File: src/arena_pkg.sv
// Package with display timing, sprite, health and colour constants, typedefs and the state enum
package arena_pkg;

    typedef logic [10:0] coord_t;
    typedef logic [11:0] rgb_t;
    typedef logic [6:0]  hp_t;
    typedef logic [9:0]  rom_addr_t;

    typedef enum logic [1:0] {IDLE, FIGHT, DEFEATED} game_state_t;

    // ==============================
    // Reduced 320x240 raster timing
    // ==============================
    localparam coord_t H_ACTIVE = 11'd320;
    localparam coord_t H_FRONT  = 11'd8;
    localparam coord_t H_SYNC   = 11'd48;
    localparam coord_t H_BACK   = 11'd24;
    localparam coord_t H_TOTAL  = H_ACTIVE + H_FRONT + H_SYNC + H_BACK;
    localparam coord_t V_ACTIVE = 11'd240;
    localparam coord_t V_FRONT  = 11'd3;
    localparam coord_t V_SYNC   = 11'd4;
    localparam coord_t V_BACK   = 11'd15;
    localparam coord_t V_TOTAL  = V_ACTIVE + V_FRONT + V_SYNC + V_BACK;

    // Sprite geometry and pipeline depths
    localparam coord_t SPRITE_SIZE = 11'd32;
    localparam coord_t SPRITE_HALF = 11'd16;
    localparam int     ROM_DEPTH   = 1024;
    localparam rgb_t   KEY_COLOR   = 12'hF00;
    localparam rgb_t   BG_COLOR    = 12'h003;
    localparam int     RENDER_LAT  = 4;
    localparam int     BAR_LAT     = 2;

    // Boss health and its bar
    localparam hp_t    BOSS_HP_MAX = 7'd64;
    localparam hp_t    HIT_DAMAGE  = 7'd5;
    localparam rgb_t   BAR_COLOR   = 12'h0F0;
    localparam rgb_t   BAR_EMPTY   = 12'h444;
    localparam coord_t BAR_TOP_OFS = 11'd6;
    localparam coord_t BAR_ROWS    = 11'd4;

endpackage

File: src/vga_timing.sv
// Raster counters with sync and blanking generation for the reduced display
`timescale 1ns/1ns

module vga_timing (
    input  logic              clk,
    input  logic              rst,
    output arena_pkg::coord_t hcount,
    output arena_pkg::coord_t vcount,
    output logic              hsync,
    output logic              vsync,
    output logic              hblnk,
    output logic              vblnk
);
    import arena_pkg::*;

    coord_t h_nxt;
    coord_t v_nxt;

    // Next position, vcount steps once per line
    always_comb begin
        if (hcount == H_TOTAL - 11'd1) begin
            h_nxt = '0;
            if (vcount == V_TOTAL - 11'd1) begin
                v_nxt = '0;
            end else begin
                v_nxt = vcount + 11'd1;
            end
        end else begin
            h_nxt = hcount + 11'd1;
            v_nxt = vcount;
        end
    end

    // Decoding the next count keeps sync and blanking aligned with the counts
    always_ff @(posedge clk) begin
        if (rst) begin
            hcount <= '0;
            vcount <= '0;
            hsync  <= 1'b0;
            vsync  <= 1'b0;
            hblnk  <= 1'b0;
            vblnk  <= 1'b0;
        end else begin
            hcount <= h_nxt;
            vcount <= v_nxt;
            hblnk  <= (h_nxt >= H_ACTIVE);
            vblnk  <= (v_nxt >= V_ACTIVE);
            hsync  <= (h_nxt >= H_ACTIVE + H_FRONT) &&
                      (h_nxt <  H_ACTIVE + H_FRONT + H_SYNC);
            vsync  <= (v_nxt >= V_ACTIVE + V_FRONT) &&
                      (v_nxt <  V_ACTIVE + V_FRONT + V_SYNC);
        end
    end

endmodule

File: config.mk
export PLATFORM = sky130hd
export DESIGN_NAME = vga_timing
export DESIGN_NICKNAME = d
export VERILOG_FILES = /design/src/arena_pkg.sv /design/src/vga_timing.sv
export SDC_FILE = /design/constraint.sdc
export NUM_CORES = 1
export LEC_CHECK = 0
export BUFFER_PORTS_ARGS = -buffer_cell sky130_fd_sc_hd__buf_4
export CAP_MARGIN = 10
export CORE_MARGIN = 2
export CORE_UTILIZATION = 45
export DETAILED_ROUTE_END_ITERATION = 10
export GPL_TIMING_DRIVEN = 0
export PLACE_DENSITY = 0.7
export SYNTH_ARGS = -nofsm -noshare
export SYNTH_HDL_FRONTEND = slang
export SYNTH_SLANG_ARGS = --single-unit
File: constraint.sdc
create_clock -name clk -period 2.1 [get_ports clk]
set_input_delay 0.42 -clock clk [delete_from_list [all_inputs] [get_ports clk]]
set_output_delay 0.42 -clock clk [all_outputs]
set_load 0.005 [all_outputs]
### Yosys cells after proc, flatten, opt, wreduce, memory -nomap -nowiden

Cells that the tools add are included.

* add/sub/neg operators: 2
* bitwise operators: 0
* multiply operators: 0
* shifts and indexed selects: 0
* multiplexer cells: 3
* reductions and logical operators: 2
* div/mod/pow operators: 0
* order comparisons: 6
* equality and inequality tests: 2

Operators with widths (number)
* $mux 11: 3
* $add 11x1->11 const B: 2
* $eq 11x9->1 const B: 2
* $ge 11x8->1 const B: 2
* $ge 11x9->1 const B: 2
* $lt 11x8->1 const B: 1
* $lt 11x9->1 const B: 1
* $logic_and 1x1->1: 2

* output and inout bits: 26
* register bits after elaboration: 26
* memory bits (read-only): 0
* memory bits (writable): 0
* memories: 0
* bits in latches: 0

### Logic depth before layout (Yosys ltp)

* word-level depth: 5
* mapped depth: 8
* gate-level depth less buffers: 7

### Worst setup path after synthesis

OpenSTA, ideal clock, no wires.

* path type: register to register
* start: register hcount[0]
* end: register vsync
* clock period less this slack: 2.097 ns
* cell stages (with the launch flop): 8
* path buffers: 0
* library setup time: 0.088 ns
* slack: 0.003 ns
* arrival: 2.010 ns
* cell sequence: dfxtp_1 > ha_1 > and3_4 > and3_4 > nand4_2 > xor2_1 > or4_4 > nor4_2

* longest elaborated chain between the ends: 4
* elaborated cells on any way between the ends: 5
* classes of those cells: order compare: 2; eq/ne: 1; mux: 1; reduce/logical: 1

RTL lines
* start: declaration: line vga_timing.sv:7 `output arena_pkg::coord_t hcount,`
* start signal: assignment: line vga_timing.sv:44 `hcount <= h_nxt;`
* $eq 11x9->1 *: line vga_timing.sv:21 `if (hcount == H_TOTAL - 11'd1) begin`
* $mux 11 *: line vga_timing.sv:21
* $ge 11x8->1 or $lt 11x8->1 (tied branches): line vga_timing.sv:50, vga_timing.sv:51
* $logic_and 1x1->1 *: line vga_timing.sv:50 `vsync <= (v_nxt >= V_ACTIVE + V_FRONT) &&`
* end signal: assignment: line vga_timing.sv:50
* end: declaration: line vga_timing.sv:10 `output logic vsync,`

Mark *: on every way between the ends. The rest lies on a longest branch, timed or not.
A chain may end at the register's enable or synchronous reset.

### Worst setup path after layout

Same ends and word-level chain as after synthesis.

==> results.yml <==
drt:
  detail_route.wl_per_cell_um: 13.9
  drt-initial-drc-count: 73
  routed_wl_um: 3140
  drcViolationCount: 0
  viasPerCell: 5.77
  drt-pass1-iter-count: 4
  postRouteAntennaNets: 0
  vias: 1303
cts:
  path_clk_slew_ps: 140
  htreeDepth: 1
  cts_buffers: 3
  cts_hold_buf: 0
  clock_latency_ps: 330
  cts_sinks: 26
  clk_path_buf_depth: 2
  cts_tree: "yes"
  cts-root-buf: "clkbuf_4"
pwr:
  cellPowerDensity_mw_per_mm2: 473
  p_leak_nw: 0.681
  finalPower_mw: 0.806
  ir_drop_mv: 0.262
critical_path:
  regToRegStartpoint: "hcount[0]"
  startpoint_type: "register"
  worstPathCellList: "ha_4, and3_4, and3_4, nand4_2, xor2_1, or4_4, nor4_2"
  path_delay_family: "simple AND/OR/NAND/NOR gates"
  crit_type: "register to register"
  critical-path-slowest-cell: "or4_4"
  path_buf_inv: 0
  required_ps: 2360
  critical_path.max_fanout: 4
  timing.rr.end: "vsync"
  cp_data_arrival_time_ps: 2260
  cp_common_cell: "and3_4"
  slowest_delay_ps: 530
  reg2reg_depth: 7
  reg2reg_setup_slack_ps: 100
  critPathCaptureType: "register"
synthesis:
  syn_nets: 164
  muxShareOfSynthArea_pct: 0
  synthAdderAreaFrac_pct: 2.73
  ys.flop_type: "dfxtp_1"
  synth-seq-cells: 26
  async_flop_share_pct: 0
  synthesis.area_mm2: 0.00138
  synth-simple-area-share_pct: 35.4
  synth_enable_flop_cells: 0
  seq_area_frac_synth_pct: 37.9
  synth_common_cells: "dfxtp_1 (26), nor2_1 (17), nand3_1 (13)"
  synth_most_common_cell: "dfxtp_1"
  netlist_instances: 159
  synth_cell_types: 40
  yosysWarnings: 0
  synth_xor_area_share_pct: 10.8
  synth_top_area_share_pct: 37.9
  synth_compound_area_share_pct: 9.74
  synth_top_family_by_area: "simple AND/OR/NAND/NOR gates"
  netlist_top_cells_area: "dfxtp_1 (38%), xor2_1 (6.4%), nand3_1 (4.7%)"
  syn-mean-instance-area_um2: 8.65
  yosys.area.top_type: "dfxtp_1"
sta:
  setup_tns_ps: 0
  finalCritPeriodShare_pct: 95.3
  hold_ws_ps: 461
  max_freq_mhz: 500
  relSlewSlack_pct: 67.0
  tightest_slew_ps: 495
  drv_slew: 0
  min_period_ps: 2000
  hold_viol_final: 0
  setup_ws_ps: 99.6
  rsz0062_at_grt: "false"
  setup_violations: 0
  worst_clock_skew_ps: 12.2
layout:
  multiInputGateArea_um2: 823
  fill_cells: 285
  drive_above_1_share_pct: 25.9
  area_growth_pct: 23.9
  diodes: 0
  nets: 199
  regArea_um2: 531
die:
  io_pins: 28
  fp.coreArea_mm2: 0.00298
  start_util_pct: 46.2
  fp.dieH_um: 59.3
  rows: 20
  die_x_um: 59.3
  dieArea_mm2: 0.00351
min_path:
  hold_class: "register to register"
  whs_endpoint: "hcount[0]"
  holdCritStartpoint: "hcount[0]"
  hold_depth: 1
place:
  port_buffers: 26
  place.gp.congestion: 0.796
  hpwl_um: 2380
  place_ws_ps: -193
grt:
  grt_pass1_wl_um: 5200
  globalRouteOverflowTotal: 0
  grt_start_max_net_pins: 15
  first_global_vias: 1152
  gr-usage-all-layers_pct: 19.6
  antenna_found_initial: 0
flow_run:
  cap_violations: 0
run_status:
  status: "finished, final reports clean"
repair_timing:
action	CTS	global route
pin swaps	0	2
setup endpoints to repair	3	2
setup buffers	0	4
resized for setup	6	3
through the flow:
step | instances | area [um2] | util, %
2_1_floorplan | 159 | 1380 | -
3_3_place_gp | 218 | 1610 | 54.1
3_5_place_dp | 218 | 1610 | 54.1
5_1_grt | 226 | 1700 | 57.2
6_report | 226 | 1700 | 57.2
4_1_cts | 222 | 1670 | 56.0
how the worst max path moves through the flow:
stage                     startpoint     to  slack (ps)  cells after the start
final                      hcount[0]  vsync         100                      7
after detailed placement   hcount[0]  vsync        -190                      7
after floorplan            hcount[0]  vsync           3                      7
after global placement     hcount[0]  vsync        -110                      7
after global routing       hcount[5]  vsync           6                      6
after CTS                  hcount[0]  vsync         0.9                      7
power breakdown:
group / internal, mW / switching [mW]
Combinational: 0.0219 / 0.0223
Sequential: 0.499 / 0.00665
Clock: 0.106 / 0.150
Total: 0.627 / 0.179
cells by family after synthesis:
family                     after synthesis
and+or+nand+nor                         82
DFF                                     26
xor gates and xnor gates                17
buffers and inverters                   10
adders and majority gates                3
AOI/OAI and AO/OA                       21
worst reg2reg max path: stages (launching register included):
cell and delay [ps]:
dfxtp_4 390, ha_4 130, and3_4 210, and3_4 200, nand4_2 90, xor2_1 170, or4_4 530, nor4_2 210
flip-flops by register name, summed over array words and instances, names as in the netlist:
name / cells
hblnk: 1
vblnk: 1
hcount: 11
hsync: 1
vcount: 11
vsync: 1
cells in the final DEF, fill, tap and decap left out, drive strengths merged, types with 2 or more instances in the layout:
master,instances
a21oi,7
a31oi,2
and3,4
and4,6
buf,34
clkbuf,7
dfxtp,26
ha,3
inv,3
nand2,9
nand3,13
nand4,8
nor2,17
nor2b,2
nor3,11
nor3b,2
nor4,2
nor4b,2
o21ai,5
or3,3
xnor2,7
xor2,10
area by class of cell:
cell class | instances | share of cell area [%]
clock buffers | 4 | 2.13
repair buffers | 30 | 13.2
flip-flops and latches | 26 | 31.1
plain buffers | 7 | 2.13
inverters | 3 | 0.661
multi-input cells | 123 | 48.3
well taps | 33 | 2.42
per-layer routing:
layer	GRT usage, %	wire length [um]	vias to the layer above
met1	26.2	1370	619
met2	30.6	1550	33
li1	-	-	646
met5	0	0	-
met4	10.1	53	0
met3	2.62	171	5
Power figures use the tool's default switching activity.
