<file path="config.mk">
export PLATFORM = sky130hd
export DESIGN_NAME = boss_health
export DESIGN_NICKNAME = d
export VERILOG_FILES = /design/src/arena_pkg.sv /design/src/boss_health.sv
export SDC_FILE = /design/constraint.sdc
export NUM_CORES = 1
export LEC_CHECK = 0
export ABC_CLOCK_PERIOD_IN_PS = 1650
export BUFFER_PORTS_ARGS = -buffer_cell sky130_fd_sc_hd__buf_2
export CORE_AREA = 2 2 39 41
export CTS_BUF_LIST = sky130_fd_sc_hd__clkbuf_8
export DETAILED_ROUTE_END_ITERATION = 12
export DIE_AREA = 0 0 41 43
export MAX_ROUTING_LAYER = met4
export PLACE_DENSITY = 0.55
export REMOVE_ABC_BUFFERS = 1
export SLEW_MARGIN = 10
export SYNTH_ARGS = -nofsm -noshare
export SYNTH_HDL_FRONTEND = slang
export SYNTH_SLANG_ARGS = --single-unit
</file>
<file path="constraint.sdc">
create_clock -name clk -period 1.65 [get_ports clk]
set_input_delay 0.33 -clock clk [delete_from_list [all_inputs] [get_ports clk]]
set_output_delay 0.33 -clock clk [all_outputs]
set_load 0.01 [all_outputs]
</file>
<file path="src/arena_pkg.sv">
// Package with display timing, sprite, health and colour constants, typedefs and the state enum
package arena_pkg;

    typedef logic [10:0] coord_t;
    typedef logic [11:0] rgb_t;
    typedef logic [6:0]  hp_t;
    typedef logic [9:0]  rom_addr_t;

    typedef enum logic [1:0] {IDLE, FIGHT, DEFEATED} game_state_t;

    // ==============================
    // Reduced 320x240 raster timing
    // ==============================
    localparam coord_t H_ACTIVE = 11'd320;
    localparam coord_t H_FRONT  = 11'd8;
    localparam coord_t H_SYNC   = 11'd48;
    localparam coord_t H_BACK   = 11'd24;
    localparam coord_t H_TOTAL  = H_ACTIVE + H_FRONT + H_SYNC + H_BACK;
    localparam coord_t V_ACTIVE = 11'd240;
    localparam coord_t V_FRONT  = 11'd3;
    localparam coord_t V_SYNC   = 11'd4;
    localparam coord_t V_BACK   = 11'd15;
    localparam coord_t V_TOTAL  = V_ACTIVE + V_FRONT + V_SYNC + V_BACK;

    // Sprite geometry and pipeline depths
    localparam coord_t SPRITE_SIZE = 11'd32;
    localparam coord_t SPRITE_HALF = 11'd16;
    localparam int     ROM_DEPTH   = 1024;
    localparam rgb_t   KEY_COLOR   = 12'hF00;
    localparam rgb_t   BG_COLOR    = 12'h003;
    localparam int     RENDER_LAT  = 4;
    localparam int     BAR_LAT     = 2;

    // Boss health and its bar
    localparam hp_t    BOSS_HP_MAX = 7'd64;
    localparam hp_t    HIT_DAMAGE  = 7'd5;
    localparam rgb_t   BAR_COLOR   = 12'h0F0;
    localparam rgb_t   BAR_EMPTY   = 12'h444;
    localparam coord_t BAR_TOP_OFS = 11'd6;
    localparam coord_t BAR_ROWS    = 11'd4;

endpackage

</file>
<file path="src/boss_health.sv">
// Boss hit point counter with reload and saturating damage
`timescale 1ns/1ns

module boss_health (
    input  logic           clk,
    input  logic           rst,
    input  logic           hp_load,
    input  logic           hit,
    input  logic           fight,
    output arena_pkg::hp_t hp
);
    import arena_pkg::*;

    hp_t hp_after_hit;

    // Damage never takes the count below zero
    always_comb begin
        if (hp > HIT_DAMAGE) begin
            hp_after_hit = hp - HIT_DAMAGE;
        end else begin
            hp_after_hit = '0;
        end
    end

    always_ff @(posedge clk) begin
        if (rst) begin
            hp <= '0;
        end else if (hp_load) begin
            hp <= BOSS_HP_MAX;
        end else if (hit && fight) begin
            hp <= hp_after_hit;
        end
    end

endmodule

</file>
Word-level counts from Yosys, hierarchy flattened
Index checks and enable logic that the tools add are counted.
{"block": "word_totals", "output_inout_bits": 7, "latch_bits": 0, "ramBits": 0, "in_bits": 5, "reg_bits": 7, "word_cells": 10, "n_memories": 0, "romBits": 0}
{"block": "op_classes", "n_addsub": 1, "muxes": 3, "eq_ne": 0, "multipliers": 0, "shift": 0, "bitwise_logic": 0, "magnitude_cmp": 1, "div": 0, "reduce_logical": 3}
{"cell": "$mux W7", "count": 3}
{"cell": "$gt A7 B3 Y1 const B", "count": 1}
{"cell": "$sub A7 B3 Y7 const B", "count": 1}
{"cell": "$reduce_bool A2 Y1", "count": 1}
{"cell": "$reduce_or A2 Y1", "count": 1}
{"cell": "$logic_and A1 B1 Y1", "count": 1}

Longest topological paths before layout
{"block": "depth", "depth_word": 4, "mapped_depth": 6, "depth_no_buf": 6}

Worst setup path before layout
OpenSTA, ideal clock, no wires.
{"block": "synth_path", "path_type": "register to register", "start": "register hp[4]", "end": "register hp[0]", "t_required_ns": 1.517, "slack_ns": 0.369, "setup_ns": 0.133, "stages_incl_launch_ff": 5, "path_buffers": 0, "t_arrival_ns": 1.148, "period_less_slack_ns": 1.281, "path_cell_list": "dfxtp_1 nor4_1 o21ai_0 o21ai_0 nor2_1"}
{"block": "synth_via", "elab_chain_len": 2}
{"item": "start: declaration", "line_no": "boss_health.sv:10", "rtl": "output arena_pkg::hp_t hp"}
{"item": "start signal: assignment", "line_no": "boss_health.sv:31", "rtl": "hp <= hp_after_hit;"}
{"item": "$gt A7 B3 Y1", "line_no": "boss_health.sv:18", "rtl": "if (hp > HIT_DAMAGE) begin"}
{"item": "$mux W7", "line_no": "boss_health.sv:18"}
No other way between the ends.
A chain may end at the register's enable or synchronous reset.

Worst setup path after layout
{"block": "layout_path", "start": "register hp[4]", "end": "register hp[6]"}
{"block": "layout_via", "elab_chain_len": 4, "elab_cells_between_ends": 5, "cone_classes": "1 x add/sub; 1 x order compare; 3 x mux"}
{"item": "$sub A7 B3 Y7 or $gt A7 B3 Y1 (tied branches)", "line_no": "boss_health.sv:19, boss_health.sv:18"}
{"item": "$mux W7 (*)", "line_no": "boss_health.sv:18"}
{"item": "$mux W7 (*)", "line_no": "boss_health.sv:30", "rtl": "end else if (hit && fight) begin"}
{"item": "$mux W7 (*)", "line_no": "boss_health.sv:28", "rtl": "end else if (hp_load) begin"}
Every way passes the cells marked *; elsewhere a longest branch is shown, timed or not. The select of a mux whose other input is x is not followed.

==> run summary <==
==================================================================================================
Worst endpoint required time ........................................................      1.76 ns
Number of unique standard cell types used by synthesis ..............................           19
Pre-CTS setup slack .................................................................     0.352 ns
Htree depth .........................................................................            1
Number of flip-flops in the largest register ........................................            7
Overall via count from detail_route .................................................          328
Detailed-route DRC error count ......................................................            0
Final max-slew violation count ......................................................            0
Clock transition time at the flip-flop clock pins of the worst setup and hold paths .      0.05 ns
Average wire per standard cell ......................................................      9.67 um
Number of top-level design ports ....................................................           12
Share of synthesized area occupied by flip-flops and latches ........................        0.399
Area used by multi-input combinational logic ........................................      200 um2
Post-DRT Antenna Nets ...............................................................            0
Number of antenna repair diodes .....................................................            0
Number of DRC markers in iteration 0 ................................................            5
Standard-cell row count .............................................................           14
Path class of the lowest-slack min-delay path ....................................... input pin to register
Most common cell after layout, fill and taps aside .................................. sky130_fd_sc_hd__buf_2
Total design power ..................................................................       481 uW
Number of sinks on the clock net ....................................................            7
Total power density per cell area ...................................................  1000 nW/um2
Regs by FF count ....................................................................        hp x7
Fin worst setup slack ...............................................................     0.347 ns
Highest net fanout along the worst path .............................................            5
Clk buf depth .......................................................................            2
Layout net count ....................................................................           65
Share of cells above drive strength 1 ...............................................        0.316
Via count of the first global-routing pass ..........................................          318
GRT Resource Usage Total ............................................................        0.117
Antenna violations before repair ....................................................            0
First-pass DRT Iterations ...........................................................            2
Normalized max-slew margin ..........................................................        0.775
Number of instances resized during post-cts repair ..................................            0
Setup Buffers After CTS .............................................................            0
Register area .......................................................................      140 um2
Critical Path AT ....................................................................      1.42 ns
Combined area of all synthesized cells ..............................................      352 um2
Placeable Area ......................................................................     1380 um2
Overall die area ....................................................................     1760 um2
Worst clock skew ....................................................................   0.00639 ns
Buffer type at the clock tree root .................................................. sky130_fd_sc_hd__clkbuf_8
Crit. End Element ...................................................................     register
Die height ..........................................................................        43 um
Final estimated routing congestion in global placement ..............................        0.699
Warning count from the yosys run ....................................................            0
Highest attainable clock frequency ..................................................    0.767 GHz
Leakage dissipation .................................................................     0.211 nW
Fillers .............................................................................          158
Residual overflow from global routing ...............................................            0
Hold violation total from the final report ..........................................            0
Fin Setup TNS .......................................................................         0 ns
TritonCTS clock tree ................................................................        built
Via-per-instance ratio ..............................................................         4.49
Flip-flop and latch count after synthesis ...........................................            7
Period minus WS final ...............................................................      1.30 ns
Avg Inst Size Synth .................................................................     8.58 um2
Number of cells on the worst reg-to-reg path ........................................            4
Count of buffers from port buffering ................................................           11
Latest clock arrival within the worst-skew pair .....................................      0.23 ns
Number of buffers inserted during clock tree synthesis ..............................            3
Cells on Worst Hold Path ............................................................            2
Post-route clock period utilization .................................................        0.790
Largest Register ....................................................................           hp
Effective utilization at floorplan ..................................................        0.254
Smallest hold slack .................................................................     0.290 ns
Horizontal extent of the die ........................................................        41 um
Maximum number of pins on one net before global-route repair ........................            9
Tightest Pin Transition .............................................................     0.333 ns
Worst setup path class .............................................................. register to register
Synth Instances .....................................................................           41
Startpoint type of the worst setup path .............................................     register
Global-route wire length before repair ..............................................      1280 um
Post-Route WL .......................................................................       706 um
Max-cap violations ..................................................................            0
Outcome ............................................................................. complete, no violations
Total of hold buffers inserted after clock tree synthesis ...........................            0
RSZ-0062 raised after global routing ................................................           no
Final number of setup-violating endpoints ...........................................            0
Synth-to-Final Area Change ..........................................................        36.7%
Commonest non-fill, non-tap cells in the layout ..................................... 11 x sky130_fd_sc_hd__buf_2, 8 x sky130_fd_sc_hd__nor2_1, 7 x sky130_fd_sc_hd__dfxtp_1
Worst IR Drop VDD ...................................................................       408 uV
==================================================================================================
## kinds of logic after synthesis
family,synth area share
mux,0.0285
compound gates,0.0783
buf+inv,0.0320
flops,0.399
xor+xnor,0.125
fa+ha+maj,0.0712
simple gates,0.267
## layer usage
layer | track usage | wire (um) | vias up
met5 | - | 0 | -
met3 | 0.0471 | 53 | 4
li1 | - | - | 171
met2 | 0.138 | 288 | 11
met1 | 0.148 | 340 | 142
met4 | 0.100 | 23 | 0
## path summary, 6_finish.rpt
kind,startpoint,slack [ns],end
worst min-delay path,rst,0.29,hp[6]
worst min register to register,hp[5],0.56,hp[5]
worst max register to register,hp[4],0.35,hp[6]
worst max-delay path,hp[4],0.35,hp[6]
## through the flow
| stage | util | instances | instance area [um2] |
|---|---|---|---|
| 3_5_place_dp | 0.314 | 69 | 434 |
| 2_1_floorplan | - | 41 | 352 |
| 3_3_place_gp | 0.314 | 69 | 434 |
| 5_1_grt | 0.347 | 73 | 480 |
| 6_report | 0.347 | 73 | 480 |
| 4_1_cts | 0.347 | 73 | 480 |
## area by class of cell
type                       count  share of cell area
multi-input combinational     31               0.417
sequential                     7               0.292
timing repair buffer          12               0.130
clock buffer                   3              0.0859
tap                           16              0.0417
inverter                       3              0.0234
clock inverter                 1              0.0104
## cells in the mapped netlist, drive strengths merged
| cell | instances | area share |
|---|---|---|
| a21oi | 1 | 0.014 |
| a22oi | 1 | 0.021 |
| dfxtp | 7 | 0.40 |
| ha | 2 | 0.071 |
| inv | 3 | 0.032 |
| mux2i | 1 | 0.028 |
| nand2 | 1 | 0.018 |
| nand3 | 1 | 0.014 |
| nor2 | 8 | 0.085 |
| nor2b | 1 | 0.018 |
| nor3 | 4 | 0.071 |
| nor4 | 1 | 0.018 |
| nor4b | 1 | 0.025 |
| o21ai | 3 | 0.043 |
| or3 | 1 | 0.018 |
| xnor2 | 4 | 0.10 |
| xor2 | 1 | 0.025 |
## report_power, final
group,internal [mW],switching (mW),total (mW)
logic,0.0262,0.0274,0.0537
registers,0.176,0.00671,0.183
clock network,0.164,0.0805,0.244
total,0.366,0.115,0.481
## critical path: stages, from the launching register on
cell                      delay (ns)
sky130_fd_sc_hd__dfxtp_1        0.34
sky130_fd_sc_hd__or3_1          0.39
sky130_fd_sc_hd__nor3_2         0.18
sky130_fd_sc_hd__mux2i_1        0.20
sky130_fd_sc_hd__a21oi_1        0.08
(Power assumes the default switching activity.)
