### src/arena_pkg.sv
// Package with display timing, sprite, health and colour constants, typedefs and the state enum
package arena_pkg;

    typedef logic [10:0] coord_t;
    typedef logic [11:0] rgb_t;
    typedef logic [6:0]  hp_t;
    typedef logic [9:0]  rom_addr_t;

    typedef enum logic [1:0] {IDLE, FIGHT, DEFEATED} game_state_t;

    // ==============================
    // Reduced 320x240 raster timing
    // ==============================
    localparam coord_t H_ACTIVE = 11'd320;
    localparam coord_t H_FRONT  = 11'd8;
    localparam coord_t H_SYNC   = 11'd48;
    localparam coord_t H_BACK   = 11'd24;
    localparam coord_t H_TOTAL  = H_ACTIVE + H_FRONT + H_SYNC + H_BACK;
    localparam coord_t V_ACTIVE = 11'd240;
    localparam coord_t V_FRONT  = 11'd3;
    localparam coord_t V_SYNC   = 11'd4;
    localparam coord_t V_BACK   = 11'd15;
    localparam coord_t V_TOTAL  = V_ACTIVE + V_FRONT + V_SYNC + V_BACK;

    // Sprite geometry and pipeline depths
    localparam coord_t SPRITE_SIZE = 11'd32;
    localparam coord_t SPRITE_HALF = 11'd16;
    localparam int     ROM_DEPTH   = 1024;
    localparam rgb_t   KEY_COLOR   = 12'hF00;
    localparam rgb_t   BG_COLOR    = 12'h003;
    localparam int     RENDER_LAT  = 4;
    localparam int     BAR_LAT     = 2;

    // Boss health and its bar
    localparam hp_t    BOSS_HP_MAX = 7'd64;
    localparam hp_t    HIT_DAMAGE  = 7'd5;
    localparam rgb_t   BAR_COLOR   = 12'h0F0;
    localparam rgb_t   BAR_EMPTY   = 12'h444;
    localparam coord_t BAR_TOP_OFS = 11'd6;
    localparam coord_t BAR_ROWS    = 11'd4;

endpackage

### src/hp_bar_render.sv
// Pipelined health bar overlay drawn above the boss sprite
`timescale 1ns/1ns

module hp_bar_render (
    input  logic              clk,
    input  logic              rst,
    input  arena_pkg::hp_t    hp,
    input  logic              boss_alive,
    input  arena_pkg::coord_t boss_x,
    input  arena_pkg::coord_t boss_y,
    input  arena_pkg::coord_t hcount_in,
    input  arena_pkg::coord_t vcount_in,
    input  logic              hsync_in,
    input  logic              vsync_in,
    input  logic              hblnk_in,
    input  logic              vblnk_in,
    input  arena_pkg::rgb_t   rgb_in,
    output arena_pkg::coord_t hcount_out,
    output arena_pkg::coord_t vcount_out,
    output logic              hsync_out,
    output logic              vsync_out,
    output logic              hblnk_out,
    output logic              vblnk_out,
    output arena_pkg::rgb_t   rgb
);
    import arena_pkg::*;

    coord_t hcount_d [BAR_LAT];
    coord_t vcount_d [BAR_LAT];
    logic   hsync_d  [BAR_LAT];
    logic   vsync_d  [BAR_LAT];
    logic   hblnk_d  [BAR_LAT];
    logic   vblnk_d  [BAR_LAT];

    coord_t col;
    coord_t row;
    logic   in_bar;
    logic   bar_s1;
    logic   full_s1;
    rgb_t   rgb_s1;

    // Bar is twice the sprite width, starting one sprite width left of centre
    always_comb begin
        col    = hcount_in - (boss_x - SPRITE_SIZE);
        row    = vcount_in - (boss_y - SPRITE_HALF - BAR_TOP_OFS);
        in_bar = boss_alive && !hblnk_in && !vblnk_in &&
                 (row < BAR_ROWS) && (col < SPRITE_SIZE + SPRITE_SIZE);
    end

    // Stage 1 decides, stage 2 muxes
    always_ff @(posedge clk) begin
        full_s1 <= (col < coord_t'(hp));
        rgb_s1  <= rgb_in;
        if (rst) begin
            bar_s1 <= 1'b0;
            rgb    <= '0;
        end else begin
            bar_s1 <= in_bar;
            if (bar_s1) begin
                rgb <= full_s1 ? BAR_COLOR : BAR_EMPTY;
            end else begin
                rgb <= rgb_s1;
            end
        end
    end

    always_ff @(posedge clk) begin
        if (rst) begin
            for (int k = 0; k < BAR_LAT; k++) begin
                hcount_d[k] <= '0;
                vcount_d[k] <= '0;
                hsync_d[k]  <= 1'b0;
                vsync_d[k]  <= 1'b0;
                hblnk_d[k]  <= 1'b0;
                vblnk_d[k]  <= 1'b0;
            end
        end else begin
            hcount_d[0] <= hcount_in;
            vcount_d[0] <= vcount_in;
            hsync_d[0]  <= hsync_in;
            vsync_d[0]  <= vsync_in;
            hblnk_d[0]  <= hblnk_in;
            vblnk_d[0]  <= vblnk_in;
            for (int k = 1; k < BAR_LAT; k++) begin
                hcount_d[k] <= hcount_d[k-1];
                vcount_d[k] <= vcount_d[k-1];
                hsync_d[k]  <= hsync_d[k-1];
                vsync_d[k]  <= vsync_d[k-1];
                hblnk_d[k]  <= hblnk_d[k-1];
                vblnk_d[k]  <= vblnk_d[k-1];
            end
        end
    end

    assign hcount_out = hcount_d[BAR_LAT-1];
    assign vcount_out = vcount_d[BAR_LAT-1];
    assign hsync_out  = hsync_d[BAR_LAT-1];
    assign vsync_out  = vsync_d[BAR_LAT-1];
    assign hblnk_out  = hblnk_d[BAR_LAT-1];
    assign vblnk_out  = vblnk_d[BAR_LAT-1];

endmodule

### config.mk
export PLATFORM = sky130hd
export DESIGN_NAME = hp_bar_render
export DESIGN_NICKNAME = d
export VERILOG_FILES = /design/src/arena_pkg.sv /design/src/hp_bar_render.sv
export SDC_FILE = /design/constraint.sdc
export NUM_CORES = 1
export LEC_CHECK = 0
export ABC_AREA = 1
export BUFFER_PORTS_ARGS = -buffer_cell sky130_fd_sc_hd__buf_2
export CAP_MARGIN = 20
export CORE_MARGIN = 4
export CORE_UTILIZATION = 47
export CTS_CLUSTER_SIZE = 12
export DETAILED_ROUTE_END_ITERATION = 8
export PLACE_DENSITY = 0.83
export RECOVER_POWER = 50
export SLEW_MARGIN = 20
export SYNTH_ARGS = -nofsm -noshare
export SYNTH_HDL_FRONTEND = slang
export SYNTH_SLANG_ARGS = --single-unit
### constraint.sdc
create_clock -name clk -period 2.1 [get_ports clk]
set_input_delay 0.21 -clock clk [delete_from_list [all_inputs] [get_ports clk]]
set_output_delay 0.21 -clock clk [all_outputs]
set_load 0.02 [all_outputs]
Word level (Yosys, flattened, before mapping)
Memory sizes are Yosys's and may differ from the RTL's.
Index checks and enable logic that the tools add are counted.

word-level totals
  bits in read-only memories = 0
  bits in latches = 0
  logic and storage cells = 53
  register bits = 26
  output and inout bits = 38
  memories kept = 6
  RAM bits = 52

cells by class
  eq/ne operators = 0
  bitwise operators = 12
  $mul = 0
  add/sub/neg operators = 5
  reduce and logical (&&, ||, !) cells = 6
  mux-type cells = 17
  div/mod/pow operators = 0
  magnitude comparators = 3
  shift-type cells = 0

memories
  name      depth  width  read ports  clocked after Yosys merged registers in  wr ports  RTL line             RTL
  hcount_d  2      11     2           0                                        2         hp_bar_render.sv:28  coord_t hcount_d [BAR_LAT];
  vcount_d  2      11     2           0                                        2         hp_bar_render.sv:29  coord_t vcount_d [BAR_LAT];
  hblnk_d   2      1      2           0                                        2         hp_bar_render.sv:32  logic hblnk_d [BAR_LAT];
  hsync_d   2      1      2           0                                        2         hp_bar_render.sv:30  logic hsync_d [BAR_LAT];
  vblnk_d   2      1      2           0                                        2         hp_bar_render.sv:33  logic vblnk_d [BAR_LAT];
  vsync_d   2      1      2           0                                        2         hp_bar_render.sv:31  logic vsync_d [BAR_LAT];

operators with widths
  operator                                                     count
  2-to-1 mux 11 bit                                            5
  subtractor 11 bit                                            2
  2-to-1 mux 12 bit                                            1
  OR 1 bit                                                     12
  less-than comparator 11 x 3 -> 1 bit, second input constant  1
  less-than comparator 11 x 7 -> 1 bit                         1
  less-than comparator 11 x 7 -> 1 bit, second input constant  1
  2-to-1 mux 1 bit                                             11
  subtractor 11 x 3 -> 11 bit, second input constant           1
  subtractor 11 x 5 -> 11 bit, second input constant           1
  subtractor 11 x 6 -> 11 bit, second input constant           1
  logical AND 1 bit                                            4
  logical NOT 1 bit                                            2

Longest topological paths before layout
  depth in word-level cells = 6
  depth in mapped cells = 15
  mapped depth without buffers = 15

Worst setup path after synthesis
No wires, ideal clock.

  path type = input port to flip-flop
  start = input port boss_x[3]
  end = register full_s1
  required time = 2.036 ns
  library setup time = 0.064 ns
  cell stages on the path = 12
  slack = -0.068 ns
  data arrival time = 2.103 ns
  buffers on the path = 0
  cells stage by stage = inv_1 ha_1 ha_1 or2_1 and2_4 xor2_1 ha_1 a21oi_1 nand2_1 a21oi_1 o21bai_1 nor2_1

on the way
  longest elaborated chain between the ends = 3

RTL lines
  item                                  RTL line             RTL
  start, declared                       hp_bar_render.sv:9   input arena_pkg::coord_t boss_x,
  subtractor 11 x 6 -> 11 bit           hp_bar_render.sv:44  col = hcount_in - (boss_x - SPRITE_SIZE);
  subtractor 11 bit                     hp_bar_render.sv:44
  less-than comparator 11 x 7 -> 1 bit  hp_bar_render.sv:52  full_s1 <= (col < coord_t'(hp));
  end signal, assigned                  hp_bar_render.sv:52
  end, declared                         hp_bar_render.sv:39  logic full_s1;

Every way passes these cells.
A chain may end at the register's enable or synchronous reset.

Worst setup path after layout
  start = input port boss_x[1]
  end = register full_s1

Same word-level chain as after synthesis.

==> flow_summary.json <==
{
  "outcome": "completed",
  "tritoncts.num_buffers": 9,
  "worst_path_max_delay_cell": "sky130_fd_sc_hd__fa_2",
  "final_hold_viol_count": 0,
  "synthToLayoutAreaGrowth_pct": 25.1,
  "worst_setup_path_end_kind": "flip-flop",
  "layout.filler_cells": 662,
  "grt_setup_unrepaired": "no",
  "final_core_util_pct": 60.6,
  "route.detailed.wl_per_inst_um": 11.1,
  "layout-drive-gt1-share_pct": 23.4,
  "std_cell_rows": 32,
  "clkSinkCount": 78,
  "floorplan.initialDensity_pct": 48.4,
  "grt_util_all_layers_pct": 16.9,
  "yosys_register_bits": 78,
  "largest_net_degree_at_the_start_of_global_routing": 55,
  "final.setup_skew_ns": 0.00948,
  "worst_pin_slew_ns": 1.04,
  "post_synth_and_or_nand_nor_area_fraction_pct": 21.4,
  "synth_adder_area_share_pct": 15.0,
  "synth_top_family_by_area": "simple AND/OR/NAND/NOR gates",
  "max-vdd-ir-drop_v": 0.000330,
  "placeableCoreArea_um2": 7770,
  "wl_met2_mm": 4.15,
  "die_height_um": 97.5,
  "post_cts_setup_repair_buffer_count": 0,
  "critical_path_class": "in -> reg",
  "synthFlopType": "sky130_fd_sc_hd__dfxtp_1",
  "insertion_delay_of_the_later_clocked_pin_in_the_worst_skew_pair_ns": 0.34,
  "dr_total_vias": 3160,
  "max-cap-violations": 0,
  "synth.avg_cell_area_um2": 7.59,
  "clock_tree_from_tritoncts": "done",
  "multiInputGateArea_um2": 1610,
  "synth-warning-count": 0,
  "power.density_cell_area_nw_per_um2": 741,
  "die_width_um": 97.5,
  "crit_fanout": 2,
  "finalWeightedCongestion": 0.827,
  "timing.final.crit_period_ns": 1.93,
  "static_leakage_power_nw": 2.72,
  "synth-edff-count": 0,
  "clockBufferDepth": 2,
  "place_hpwl_mm": 6.14,
  "worstPathArrival_ns": 2.16,
  "synth_sequential_area_ratio_pct": 41.5,
  "postRouteWirelength_mm": 8.00,
  "critical-path-top-delay-family": "adder cells",
  "synth_cell_type_count": 25,
  "pin_count": 108,
  "detail_route.wirelength.met1_mm": 3.38,
  "max_slew_margin_pct": 30.5,
  "grt_pass1_vias": 3126,
  "worst_path_most_repeated_cell": "sky130_fd_sc_hd__inv_1",
  "crit_buf_inv": 4,
  "clock_tree.htree_level_count": 3,
  "grt_pass1_wl_mm": 13.3,
  "routed.top_layer": "met4",
  "layout.nets": 725,
  "route.antenna.remaining_nets": 0,
  "final_report_setup_violation_count": 0,
  "final.hold.worst_slack_ns": 0.0801,
  "clk_pin_slew_worst_paths_ns": 0.08,
  "placement.io_buffers": 107,
  "hp_class": "in -> reg",
  "drc": 0,
  "post_synth_mux_area_share_pct": 0,
  "pre_cts_slack_ns": -0.262,
  "startpoint_type": "input pin",
  "synth_cell_area_um2": 3760,
  "drt_first_iter_violations": 108,
  "final-max-slew-violation-count": 0,
  "dieArea_um2": 9500,
  "critPathMaxStageDelay_ns": 0.51,
  "syn-num-nets": 610,
  "maximum_clock_rate_mhz": 519,
  "required_ns": 2.33,
  "number_of_search_and_repair_iterations_in_the_first_detailed_routing_pass": 4,
  "fin_crit_sh_pct": 91.8,
  "n_antenna_cell": 0,
  "regArea_um2": 1560,
  "postSynthCellCount": 496,
  "least_setup_slack_across_all_paths_after_layout_ns": 0.172,
  "critical_path.cell_chain": "buf_2 > inv_1 > ha_4 > ha_2 > inv_1 > fa_2 > inv_1 > ha_4 > nand3_1 > nand2_1 > nand3_1 > nand2_1 > a21oi_2 > o21bai_1 > nor2_1",
  "place_inst": 690,
  "yosys.area_share.xor_xnor_pct": 2.10,
  "gr-total-overflow": 0,
  "antenna_found_initial": 0,
  "synth_compound_gate_area_share_pct": 2.73,
  "postSynth.asyncResetShare_pct": 0,
  "vias_per_cell": 4.40,
  "cts.root.buffer_cell": "sky130_fd_sc_hd__clkbuf_8",
  "final-instance-count-excl-fill": 718,
  "design_power_total_mw": 3.49,
  "detailroute.wirelength.met3_um": 399
}
==> Yosys cell counts (2+ instances only) <==
cell	number	area, µm²
sky130_fd_sc_hd__o21bai_1	3	22.5
sky130_fd_sc_hd__nor2_1	94	353
sky130_fd_sc_hd__a21oi_1	10	50.1
sky130_fd_sc_hd__inv_1	122	458
sky130_fd_sc_hd__nand3_1	18	90.1
sky130_fd_sc_hd__xor2_1	5	43.8
sky130_fd_sc_hd__xnor2_1	4	35.0
sky130_fd_sc_hd__buf_4	22	165
sky130_fd_sc_hd__fa_1	2	40.0
sky130_fd_sc_hd__dfxtp_1	78	1560
sky130_fd_sc_hd__o21ai_0	3	15.0
sky130_fd_sc_hd__ha_1	42	526
sky130_fd_sc_hd__nand4_1	3	18.8
sky130_fd_sc_hd__nand2_1	72	270
sky130_fd_sc_hd__buf_1	5	18.8
sky130_fd_sc_hd__nand3b_1	4	30.0
==> layer usage <==
layer,vias to the layer above,track usage [%]
met5,-,0
met4,0,5.43
met3,8,3.80
met2,101,31.1
met1,1384,19.0
li1,1667,-
==> placed cells by master (no fill, tap or decap), types with 4 or more instances in the layout <==
master,instances
sky130_fd_sc_hd__a21oi_1,9
sky130_fd_sc_hd__buf_2,104
sky130_fd_sc_hd__buf_4,13
sky130_fd_sc_hd__clkbuf_1,4
sky130_fd_sc_hd__clkbuf_8,9
sky130_fd_sc_hd__dfxtp_1,78
sky130_fd_sc_hd__dlygate4sd3_1,12
sky130_fd_sc_hd__ha_1,37
sky130_fd_sc_hd__ha_4,4
sky130_fd_sc_hd__inv_1,122
sky130_fd_sc_hd__nand2_1,72
sky130_fd_sc_hd__nand3_1,18
sky130_fd_sc_hd__nand3b_1,4
sky130_fd_sc_hd__nor2_1,94
sky130_fd_sc_hd__xnor2_1,4
sky130_fd_sc_hd__xor2_1,5
==> through the flow <==
stage | TNS [ns] | instance area, µm²
floorplan | 0 | 3790
global placement | -0.142 | 4360
detailed placement | -0.327 | 4360
CTS | 0 | 4680
global route | 0 | 4710
finish | 0 | 4710
==> path summary, 6_finish.rpt <==
path                                           startpoint                          to  slack, ns  cells after the start
worst min register to register  vcount_d[0][1]$_SDFF_PP0_  vcount_d[0][12]$_SDFF_PP0_       0.39                      2
worst max-delay path                            boss_x[1]             full_s1$_DFF_P_       0.17                     15
worst max register to register          bar_s1$_SDFF_PP0_           rgb[4]$_SDFF_PP0_       1.02                      3
worst min-delay path                             hsync_in    hsync_d[0][0]$_SDFF_PP0_       0.08                      3
==> state kept, by name, summed over array words and instances, names as in the netlist, 2 cells and up <==
signal / cells
vcount_d: 22
hblnk_d: 2
vblnk_d: 2
hcount_d: 22
rgb_s1: 12
vsync_d: 2
hsync_d: 2
rgb: 12
==> final cells by class <==
type	instances	share of cell area (%)
clock buffers	10	2.71
multi-input cells	267	34.2
inverters	122	9.73
flip-flops and latches	78	33.2
clock inverters	6	1.49
well taps	102	2.71
repair buffers	133	16.0
==> power by group <==
| part | total [mW] | switching, mW | internal, mW | leakage, nW |
|---|---|---|---|---|
| clock | 1.10 | 0.547 | 0.557 | 0.0895 |
| combinational | 0.812 | 0.453 | 0.360 | 1.98 |
| sequential | 1.57 | 0.0201 | 1.55 | 0.648 |
| total | 3.49 | 1.02 | 2.47 | 2.72 |
==> tightest hold or removal path, cell delays in order <==
cell and delay, ns:
sky130_fd_sc_hd__buf_2 0.10, sky130_fd_sc_hd__inv_1 0.04, sky130_fd_sc_hd__nor2_1 0.03
==> cells by family after synthesis <==
family,Yosys count
AOI/OAI and AO/OA,18
xor gates and xnor gates,9
adders and majority gates,44
buffers and inverters,151
DFF,78
and+or+nand+nor,196
==> timing repair <==
action	4_1_cts	5_1_grt
hold buffers	12	0
hold endpoints to repair	12	0
resized for setup	0	5
setup endpoints to repair	0	1
Note: power is estimated with default switching activity, not from simulation.
