**src/arena_pkg.sv**
```systemverilog
// Package with display timing, sprite, health and colour constants, typedefs and the state enum
package arena_pkg;

    typedef logic [10:0] coord_t;
    typedef logic [11:0] rgb_t;
    typedef logic [6:0]  hp_t;
    typedef logic [9:0]  rom_addr_t;

    typedef enum logic [1:0] {IDLE, FIGHT, DEFEATED} game_state_t;

    // ==============================
    // Reduced 320x240 raster timing
    // ==============================
    localparam coord_t H_ACTIVE = 11'd320;
    localparam coord_t H_FRONT  = 11'd8;
    localparam coord_t H_SYNC   = 11'd48;
    localparam coord_t H_BACK   = 11'd24;
    localparam coord_t H_TOTAL  = H_ACTIVE + H_FRONT + H_SYNC + H_BACK;
    localparam coord_t V_ACTIVE = 11'd240;
    localparam coord_t V_FRONT  = 11'd3;
    localparam coord_t V_SYNC   = 11'd4;
    localparam coord_t V_BACK   = 11'd15;
    localparam coord_t V_TOTAL  = V_ACTIVE + V_FRONT + V_SYNC + V_BACK;

    // Sprite geometry and pipeline depths
    localparam coord_t SPRITE_SIZE = 11'd32;
    localparam coord_t SPRITE_HALF = 11'd16;
    localparam int     ROM_DEPTH   = 1024;
    localparam rgb_t   KEY_COLOR   = 12'hF00;
    localparam rgb_t   BG_COLOR    = 12'h003;
    localparam int     RENDER_LAT  = 4;
    localparam int     BAR_LAT     = 2;

    // Boss health and its bar
    localparam hp_t    BOSS_HP_MAX = 7'd64;
    localparam hp_t    HIT_DAMAGE  = 7'd5;
    localparam rgb_t   BAR_COLOR   = 12'h0F0;
    localparam rgb_t   BAR_EMPTY   = 12'h444;
    localparam coord_t BAR_TOP_OFS = 11'd6;
    localparam coord_t BAR_ROWS    = 11'd4;

endpackage

```
**src/game_ctrl.sv**
```systemverilog
// Fight state machine producing the fight level and the health reload pulse
`timescale 1ns/1ns

module game_ctrl (
    input  logic           clk,
    input  logic           rst,
    input  logic           start,
    input  arena_pkg::hp_t hp,
    output logic           fight,
    output logic           hp_load
);
    import arena_pkg::*;

    game_state_t state;
    game_state_t state_nxt;

    // ==============================
    // State register
    // ==============================
    always_ff @(posedge clk) begin
        if (rst) begin
            state <= IDLE;
        end else begin
            state <= state_nxt;
        end
    end

    // ==============================
    // Next state and outputs
    // ==============================
    always_comb begin
        state_nxt = state;
        hp_load   = 1'b0;
        case (state)
            IDLE, DEFEATED: begin
                if (start) begin
                    state_nxt = FIGHT;
                    // Health reloads on the same edge that enters FIGHT
                    hp_load   = 1'b1;
                end
            end
            FIGHT: begin
                // A start strobe has no effect here
                if (hp == '0) begin
                    state_nxt = DEFEATED;
                end
            end
            default: begin
                state_nxt = IDLE;
            end
        endcase
    end

    assign fight = (state == FIGHT);

endmodule

```
**config.mk**
```make
export PLATFORM = sky130hd
export DESIGN_NAME = game_ctrl
export DESIGN_NICKNAME = d
export VERILOG_FILES = /design/src/arena_pkg.sv /design/src/game_ctrl.sv
export SDC_FILE = /design/constraint.sdc
export NUM_CORES = 1
export LEC_CHECK = 0
export ABC_AREA = 0
export BUFFER_PORTS_ARGS = -buffer_cell sky130_fd_sc_hd__buf_4
export CORE_AREA = 4 4 41 43
export DETAILED_ROUTE_END_ITERATION = 16
export DIE_AREA = 0 0 45 47
export PLACE_DENSITY_LB_ADDON = 0.12
export SETUP_SLACK_MARGIN = 0.3
export SYNTH_ARGS = -nofsm -noshare
export SYNTH_HDL_FRONTEND = slang
export SYNTH_SLANG_ARGS = --single-unit
export TNS_END_PERCENT = 50
```
**constraint.sdc**
```tcl
create_clock -name clk -period 0.84 [get_ports clk]
set_input_delay 0.084 -clock clk [delete_from_list [all_inputs] [get_ports clk]]
set_output_delay 0.084 -clock clk [all_outputs]
set_load 0.01 [all_outputs]
```
After elaboration in Yosys (flattened, before gate mapping)
Cells that the tools add are included.
{"block": "classes", "eq_ne": 4, "mux": 5, "n_reduce_logical": 4}
{"cell": "7-bit logical NOT", "n": 1}
{"cell": "2-bit 2-to-1 mux", "n": 2}
{"cell": "2-bit one-hot mux with 2 select lines", "n": 1}
{"cell": "2-bit by 1-bit equality test with 1-bit output (second input constant)", "n": 1}
{"cell": "2-bit equality test (second input constant)", "n": 1}
{"cell": "2-bit logical NOT", "n": 1}
{"cell": "1-bit 2-to-1 mux", "n": 2}
{"cell": "2-bit by 1-bit inequality test with 1-bit output (second input constant)", "n": 1}
{"cell": "2-bit inequality test (second input constant)", "n": 1}
{"cell": "2-bit AND reduction", "n": 1}
{"cell": "2-bit OR reduction", "n": 1}
{"block": "word_totals", "regBits": 2, "wordCells": 14}

Logic depth before layout (Yosys ltp)
Gate-level depths: netlist of run 1.
{"block": "logic_depth", "word_depth": 4, "depth_mapped": 3, "ltp_nobuf": 3}

Worst setup path after synthesis of run 1
Ideal clock, no wire load.
{"block": "synth_path", "path_type": "register to register", "from": "reg state[1]", "to": "reg state[0]", "setup_time_ns": 0.115, "arrival_time_ns": 0.797, "slack_ns": -0.072, "path_stages_with_launch": 4, "period_less_slack_ns": 0.912, "cell_sequence": "dfxtp_1 -> and2b_1 -> a21boi_1 -> o21ba_1"}
{"block": "synth_via", "word_cells_on_any_way": 8, "cone_classes": "4 x eq/ne; 1 x mux; 3 x reduce/logical"}
{"element": "from (decl)", "line_no": "game_ctrl.sv:14", "rtl": "game_state_t state;"}
{"element": "from (signal assigned)", "line_no": "game_ctrl.sv:24", "rtl": "state <= state_nxt;"}
{"element": "2-bit by 1-bit equality test with 1-bit output (*)"}
{"element": "named net fight", "line_no": "game_ctrl.sv:9", "rtl": "output logic fight,"}
{"element": "2-bit by 1-bit inequality test with 1-bit output (no source line)"}
{"element": "2-bit AND reduction (no source line)"}
The timed path passes the listed nets; every way through them passes the cells marked *.
A chain may end at the register's enable or synchronous reset.

Worst setup path after layout of run 1
{"block": "layout_path", "from": "reg state[1]", "to": "reg state[0]"}
{"block": "layout_via", "elab_chain_cells": 4, "word_cells_on_any_way": 8, "cone_classes": "4 x eq/ne; 1 x mux; 3 x reduce/logical"}
{"element": "2-bit equality test or 2-bit logical NOT (tied branches)", "line_no": "game_ctrl.sv:34", "rtl": "case (state)"}
{"element": "2-bit OR reduction", "line_no": "game_ctrl.sv:34"}
{"element": "2-bit inequality test (no source line)"}
{"element": "2-bit AND reduction (no source line)"}
Several ways; a longest one is shown, not always the timed one.

==> results of run 1 <==
-- cell families after synthesis --
kind of cell,Yosys count
AND/OR/NAND/NOR,6
AO/OA/AOI/OAI,3
flip-flops,2
-- report_power, final --
| part | internal [mW] | switching [mW] |
|---|---|---|
| Combinational | 0.0601 | 0.0307 |
| Sequential | 0.100 | 0.00225 |
| Clock | 0.157 | 0.0510 |
-- final cells by class --
cell class	count	area, µm²	area share
multi-input combinational	9	92.6	0.344
timing repair buffer	12	93.8	0.349
tap	15	18.8	0.0698
sequential	2	41.3	0.153
clock buffer	3	22.5	0.0837
-- per-stage QoR --
stage | cell area [µm²] | utilization | setup TNS [ns] | instances
2_1_floorplan | 120 | - | -0.0716 | 11
3_3_place_gp | 221 | 0.170 | -0.0776 | 37
3_5_place_dp | 221 | 0.170 | -0.0938 | 37
4_1_cts | 251 | 0.193 | -0.331 | 40
5_1_grt | 269 | 0.207 | -0.608 | 41
6_report | 269 | 0.207 | -0.388 | 41
-- path summary, 6_finish.rpt --
check                           endpoint  slack, ns  cells past startpoint
worst min register to register  state[1]       0.54                      2
worst min-delay path            state[1]       0.02                      2
worst max register to register  state[0]      -0.13                      3
worst max-delay path            state[0]      -0.13                      3
-- cells in the mapped netlist, drive strengths merged --
cell type  number
dfxtp           2
nor4            1
and2b           1
a21boi          1
o21ba           1
nor2b           1
a21oi           1
or3b            1
nand3           1
nor3            1
-- metal layers --
metal	wire length, µm	vias to the layer above
met3	74	2
met5	0	-
met4	15	0
met1	149	53
li1	-	71
met2	99	14
-- timing repair --
action / 4_1_cts / 5_1_grt
pin swaps: 0 / 2
buffers inserted: 0 / 1
endpoints found under the setup margin: 4 / 4
gates resized for setup: 2 / 3
==> summary.md, run 1 <==
| Metric | Value |
|---|---|
| Crit end category | flip-flop |
| Share of cells above drive strength 1 | 0.769 |
| RSZ-0062 raised after global routing | yes |
| Slew HR | 0.719 |
| Cells after synthesis | 11 |
| IO Count | 12 |
| Biggest register | state |
| Max-slew violations | 0 |
| Max reg flops | 2 |
| Power per cell area | between 1000 and 1500 mW/mm² |
| Worst Hold Launch | rst |
| TritonCTS Sinks | 2 |
| Power consumption | ~0.40 mW |
| Pre-CTS setup slack | -0.0860 ns |
| Worst-Margin Slew | 0.419 ns |
| Minimum clock period after layout | about 0.97 ns |
| Post-Synth Simple-Gate Area | 0.448 |
| FMAX | 1.04 GHz |
| WL final | 338 µm |
| Root Buffer | clkbuf_4 |
| Crit-path slowest cell | dfxtp_2 |
| Total global routing overflow | 0 |
| Via count | between 100 and 150 |
| Seq/Total Area, Yosys | 0.333 |
| Arrival @ worst endpoint | between 1 and 1.5 ns |
| First-pass GRT wire length | roughly 570 µm |
| Die X | ~45 µm |
| RR Startpoint | state[1] |
| Vias per cell | between 3 and 4 |
| Most common cell after layout, fill and taps aside | buf_4 |
| Largest net degree at the start of global routing | 4 |
| Setup WS post-layout | -0.125 ns |
| # fillers | about 150 |
| Met2 usage | 0.0508 |
| Clock skew | 0.00148 ns |
| Crit Path Max Fanout | 3 |
| RD Place Congestion | about 0.65 |
| Drt first pass iters | 1 |
| Port Buffers | 11 |
| Initial Util | 0.0923 |
| Final hold vios | 0 |
| CTS tree | done |
| Met1 usage | 0.0452 |
| Commonest non-fill, non-tap cells in the layout | 11 x buf_4, 3 x clkbuf_4 |
| Drt drc | 0 |
| Antenna violations before repair | 0 |
| Max Root-Sink Buffers | 2 |
| Yosys warns | 0 |
| Full die area | roughly 0.0021 mm² |
| Synth Area in XOR/XNOR | 0 |
| Top Registers | state (2) |
| Distinct cells, synth | 10 |
| Clk_lat worst skew | about 0.22 ns |
| Adder-cell share of the synthesized area | 0 |
| Period utilization | 1.15 |
| HPWL after detailed placement | approximately 280 µm |
| H-tree depth | 1 |
| Clk pin slew, worst setup/hold paths | 0.03 ns |
| Status | finished, violations left |
| Max cap viols | 0 |
| Mean Syn Cell Area | between 10 and 15 µm² |
| Final setup viols | 4 |
| Post-synthesis mux area share | 0 |
| Yosys top cell by area | dfxtp_1 |
| CP top delay family | compound AO/OA/AOI/OAI gates |
| Post-Syn Area | roughly 120 µm² |
| # hold bufs at CTS | 0 |
| Synth top area share | 0.333 |
| Failing checks | negative setup slack |
| Peak supply drop | 0.000374 V |
| Syn_nets | 21 |
| Total CTS buffers | 3 |
| Die H | between 40 and 50 µm |
| Seq cells post-synth | 2 |
| Min-Delay Path Class | in -> reg |
| Vias in the first global route | 159 |
| Row count | 13 |
| Core area | 0.00130 mm² |
| WS Path Type | reg -> reg |
| Layout Nets | 38 |
| Gr usage total | 0.0442 |
| CP startpoint kind | flip-flop |
| CP Launch Point | state[1] |
| Largest cells by area after synthesis | dfxtp_1 33%, nor4_4 18%, o21ba_1 8.3% |
| Final hold slack | 0.0151 ns |
| P_leak | between 0.1 and 0.15 nW |
| WP buf/inv | 0 |
| Largest family of logic cells by synthesized area | simple AND/OR/NAND/NOR gates |
| DRT antenna net count | 0 |
| DR WL/cell | between 8 and 9 µm |
| Area grow syn2layout | 124% |
| # diodes | 0 |
| CP max stage delay | about 0.30 ns |
| Most Used Layer, Global Route | met4 |
| Worst path required time | roughly 0.95 ns |
| Met3 Use GR | 0.0230 |
| DRT iter0 DRCs | 0 |
| CP Cell Sequence | and2b_2, a21boi_4, o21ba_1 |
| Compound-gate portion of the synthesized area | 0.219 |
Note: power is estimated with default switching activity, not from simulation.
==> inputs of run 2 (changes only) <==
--- a/config.mk
+++ b/config.mk
@@ -8,3 +8,2 @@
 export ABC_AREA = 0
-export BUFFER_PORTS_ARGS = -buffer_cell sky130_fd_sc_hd__buf_4
 export CORE_AREA = 4 4 41 43
@@ -12,2 +11,3 @@
 export DIE_AREA = 0 0 45 47
+export DONT_BUFFER_PORTS = 1
 export PLACE_DENSITY_LB_ADDON = 0.12
--- a/constraint.sdc
+++ b/constraint.sdc
@@ -3,2 +3,2 @@
 set_output_delay 0.084 -clock clk [all_outputs]
-set_load 0.01 [all_outputs]
+set_load 0.02 [all_outputs]
==> run 2 against run 1 <==
Compared with the run above: the run ends with negative hold slack, negative setup slack left; core utilization fell by 3.9 points; fmax fell by 9.2%; global-route usage fell by 0.55 points; clock power barely moved; flip-flop and latch count did not move.
==> summary.md, run 2 (same netlist as run 1, synthesis figures left out) <==
| Metric | Value |
|---|---|
| CP top delay family | flip-flops |
| DRT antenna net count | 0 |
| P_leak | 0.0853 nW |
| Commonest non-fill, non-tap cells in the layout | 3 x clkbuf_4, 3 x buf_6, 2 x dfxtp_2 |
| Drt drc | 0 |
| Max reg flops | 2 |
| Area grow syn2layout | 81.3% |
| Fin area | between 200 and 250 µm² |
| Via count | around 120 |
| Crit end category | output pin |
| Crit path top cell by count | buf_6 |
| # fillers | about 150 |
| HPWL after detailed placement | around 240 µm |
| Clk_lat worst skew | roughly 0.22 ns |
| Crit Path Max Fanout | 3 |
| Drt first pass iters | 1 |
| WP buf/inv | 2 |
| CP startpoint kind | flip-flop |
| WS Path Type | reg -> out |
| Row count | 13 |
| Root Buffer | clkbuf_4 |
| Status | finished, violations left |
| Worst-Margin Slew | approximately 0.34 ns |
| Top Registers | state (2) |
| Core area | 0.00130 mm² |
| DR WL/cell | roughly 9.6 µm |
| Pre-CTS setup slack | -0.102 ns |
| Setup WS post-layout | -0.223 ns |
| Period utilization | 1.27 |
| Final hold slack | -0.0825 ns |
| Layout Nets | 30 |
| Worst path required time | between 0.7 and 0.8 ns |
| Antenna violations before repair | 0 |
| Initial Util | 0.0923 |
| Non-filler cells, final | 33 |
| FMAX | ~0.94 GHz |
| Post-route setup TNS | -0.529 ns |
| Peak supply drop | approximately 0.00037 V |
| TritonCTS Sinks | 2 |
| Failing checks | negative hold slack, negative setup slack |
| Clk pin slew, worst setup/hold paths | ~0.03 ns |
| Biggest register | state |
| CP max stage delay | ~0.30 ns |
| Clock skew | approximately 0.0019 ns |
| Placed insts | 29 |
| Min-Delay Path Class | in -> reg |
| Final setup viols | 4 |
| Gr usage total | 0.0386 |
| Post-Place Cell Area | 163 µm² |
| Largest net degree at the start of global routing | 4 |
| Max Root-Sink Buffers | 2 |
| DRT iter0 DRCs | 0 |
| Slew HR | 0.771 |
| RD Place Congestion | about 0.60 |
| # diodes | 0 |
| H-tree depth | 1 |
| Die H | roughly 47 µm |
| Full die area | 0.00212 mm² |
| Minimum clock period after layout | ~1.1 ns |
| Crit-path slowest cell | dfxtp_2 |
| Vias in the first global route | around 130 |
| CTS tree | done |
| IO Count | 12 |
| Final core utilization | 0.167 |
| Final hold vios | 1 |
| CP Cell Sequence | and2b_2, buf_6, buf_6 |
| Power consumption | approximately 0.38 mW |
| RSZ-0062 raised after global routing | yes |
| Max cap viols | 0 |
| Max-slew violations | 0 |
| Vias per cell | 3.61 |
| Port Buffers | 0 |
| Total global routing overflow | 0 |
| Share of cells above drive strength 1 | 0.778 |
| First-pass GRT wire length | around 500 µm |
| Die X | roughly 45 µm |
| Total CTS buffers | 3 |
| WL final | around 320 µm |
| Power per cell area | ~1800 mW/mm² |
| Arrival @ worst endpoint | about 1 ns |
run 2: changes by cell type in the layout (fill, tap and decap cells not counted), sizes merged:
cell | previous run | this run
buf | 12 | 4
run 2: power breakdown:
part           total [mW]  switching (mW)  internal [mW]
Combinational      0.0725          0.0285         0.0440
Sequential          0.103         0.00252          0.101
Clock               0.208          0.0507          0.157
run 2: routing by layer:
metal	GRT usage	vias to the layer above	routed length, µm
met3	0.0307	0	79
met4	0.0526	0	0
met1	0.0452	49	130
li1	-	57	-
met2	0.0339	13	107
met5	0	-	0
run 2: final cells by class:
class                      count  area (µm²)  share of cell area
sequential                     2        42.5               0.195
multi-input combinational      9        92.6               0.425
clock buffer                   3        22.5               0.103
timing repair buffer           4        41.3               0.190
tap                           15        18.8              0.0862
run 2: path summary, 6_finish.rpt:
| path | startpoint | depth (start not counted) | endpoint | slack (ns) |
|---|---|---|---|---|
| setup / recovery | state[1] | 3 | fight | -0.22 |
| hold / removal | rst | 1 | state[1] | -0.08 |
| setup reg to reg | state[1] | 3 | state[0] | -0.12 |
| hold reg to reg | state[0] | 2 | state[1] | 0.52 |
run 2: what timing repair did:
| item | CTS | global route |
|---|---|---|
| hold endpoints to repair | 1 | 1 |
| resized for setup | 3 | 5 |
| buffers inserted | 0 | 1 |
| setup endpoints to repair | 4 | 4 |
==> inputs of run 3 (changes only) <==
Clock period 0.84 ns to 1.2 ns, I/O delays scaled along.
==> run 3 against run 2 <==
Compared with the run above: the run now ends clean; largest cell class unchanged; combinational power down 45%; non-clock buffer count shrank 2; sequential share of layout area grew 1.1 points; clock-buffer cell count is the same; critical path type is now reg -> reg; final cell count decreased by 6.1%; die area unchanged; global-route usage rose by 0.47 points; clock power is 30% lower.
==> summary.md, run 3 (same netlist as run 1, synthesis figures left out) <==
| Metric | Value |
|---|---|
| Status | finished, final reports clean |
| Max cap viols | 0 |
| Max-slew violations | 0 |
| CP Launch Point | state[1] |
| Root Buffer | clkbuf_4 |
| Drt drc | 0 |
| Final setup viols | 0 |
| TritonCTS Sinks | 2 |
| Clk_lat worst skew | 0.22 ns |
| RR Endpoint | state[0] |
| WS Path Type | reg -> reg |
| Drt first pass iters | 2 |
| HPWL after detailed placement | 255 µm |
| H-tree depth | 1 |
| Post-Place Cell Area | 148 µm² |
| Total global routing overflow | 0 |
| Min-Delay Path Class | in -> reg |
| CTS tree | done |
| # fillers | 150 |
| Top Registers | state (2) |
| Antenna violations before repair | 0 |
| Port Buffers | 0 |
| Share of cells above drive strength 1 | 0.625 |
| Layout Nets | 28 |
| Net Sw Frac | 0.217 |
| Clock skew | ~0.0028 ns |
| IO Count | 12 |
| Part of the power in combinational logic | 0.153 |
| CP startpoint kind | flip-flop |
| # diodes | 0 |
| Biggest register | state |
| Post-route setup TNS | 0 ns |
| Full die area | roughly 0.0021 mm² |
| Setup slack, reg-to-reg | around 0.25 ns |
| CP Cell Sequence | and2b_4, a21boi_4, o21ba_1 |
| Arrival @ worst endpoint | about 1.1 ns |
| RSZ-0062 raised after global routing | yes |
| Vias per cell | between 3 and 4 |
| WL final | between 300 and 400 µm |
| Clock share of power | 0.565 |
| Pre-CTS setup slack | approximately 0.19 ns |
| Setup WS post-layout | between 0.2 and 0.25 ns |
| Worst-Margin Slew | roughly 0.42 ns |
| WP buf/inv | 0 |
| Crit Path Max Fanout | 3 |
| Setup bufs post-CTS | 0 |
| Hold path endpoint | state[0] |
| Via count | around 110 |
| Core area | 0.00130 mm² |
| DRT antenna net count | 0 |
| Row count | 13 |
| Fin area | around 200 µm² |
| Worst path required time | around 1.4 ns |
| Final hold vios | 0 |
| Power consumption | about 0.26 mW |
| Slew HR | 0.720 |
| Crit-path slowest cell | and2b_4 |
| DR WL/cell | about 10 µm |
| RR Startpoint | state[1] |
| Power per cell area | between 1000 and 1500 mW/mm² |
| Crit end category | flip-flop |
| FF-to-FF path depth | 3 |
| Largest net degree at the start of global routing | 4 |
| Gr usage total | 0.0434 |
| Vias in the first global route | 113 |
| Period utilization | 0.792 |
| Die X | 45 µm |
| CP top delay family | simple AND/OR/NAND/NOR gates |
| Worst Hold Launch | rst |
| First-pass GRT wire length | slightly below 500 µm |
| Clk pin slew, worst setup/hold paths | ~0.030 ns |
| Die H | roughly 47 µm |
| Flop pwr share | 0.282 |
| Max reg flops | 2 |
| Hold path depth | 1 |
| RD Place Congestion | between 0.6 and 0.7 |
| Net switching power figure | 0.0560 mW |
| Peak supply drop | 0.000450 V |
| Minimum clock period after layout | between 0.9 and 1 ns |
| Critical path depth in cells | 3 |
| CP max stage delay | 0.30 ns |
| FMAX | 1.05 GHz |
| Total CTS buffers | 3 |
| Initial Util | 0.0923 |
| Placed insts | 27 |
| P_int | a little over 0.2 mW |
| Most common cell after layout, fill and taps aside | clkbuf_4 |
| Max Root-Sink Buffers | 2 |
| P_leak | around 0.070 nW |
| Area grow syn2layout | 66.7% |
| Non-filler cells, final | 31 |
| DRT iter0 DRCs | 2 |
run 3: power by group through the flow:
stage	Combinational (mW)	Sequential [mW]	Clock, mW
floorplan	0.0210	0.0721	0
global placement	0.0276	0.0725	0
detailed placement	0.0275	0.0726	0
CTS	0.0308	0.0718	0.156
global route	0.0433	0.0736	0.172
finish	0.0396	0.0730	0.146
run 3: per-stage QoR:
step           hold slack [ns]   util
2_1_floorplan            0.182      -
3_3_place_gp             0.186  0.113
3_5_place_dp             0.186  0.113
4_1_cts                 0.0543  0.138
5_1_grt                 0.0449  0.154
6_report                0.0554  0.154
run 3: layout make-up:
class	instances	area, µm²	area share
well taps	15	18.8	0.0938
repair buffers	2	21.3	0.106
multi-input cells	9	96.3	0.481
clock buffers	3	22.5	0.112
flip-flops and latches	2	41.3	0.206
run 3: worst reg2reg max path, stage by stage (launching register included):
cell and delay, ns:
dfxtp_1 0.29, and2b_4 0.30, a21boi_4 0.19, o21ba_1 0.12
run 3: worst max-delay path by stage:
stage | to | slack (ns)
CTS | state[0] | 0.18
finish | state[0] | 0.25
global placement | state[0] | 0.20
detailed placement | state[0] | 0.19
floorplan | state[0] | 0.24
global route | state[0] | 0.20
run 3: per-layer routing:
layer  routed length [µm]  global-route usage  up-vias
li1                     -                   -       52
met1                  127              0.0407       50
met2                   97              0.0311       12
met3                   83              0.0536        0
met4                    0              0.0702        0
met5                    0                   0        -
run 3: what timing repair did:
item                                    4_1_cts  5_1_grt
hold endpoints to repair                      1        0
hold buffers                                  1        0
cloned                                        0        0
endpoints found under the setup margin        4        4
gates resized for setup                       0        6
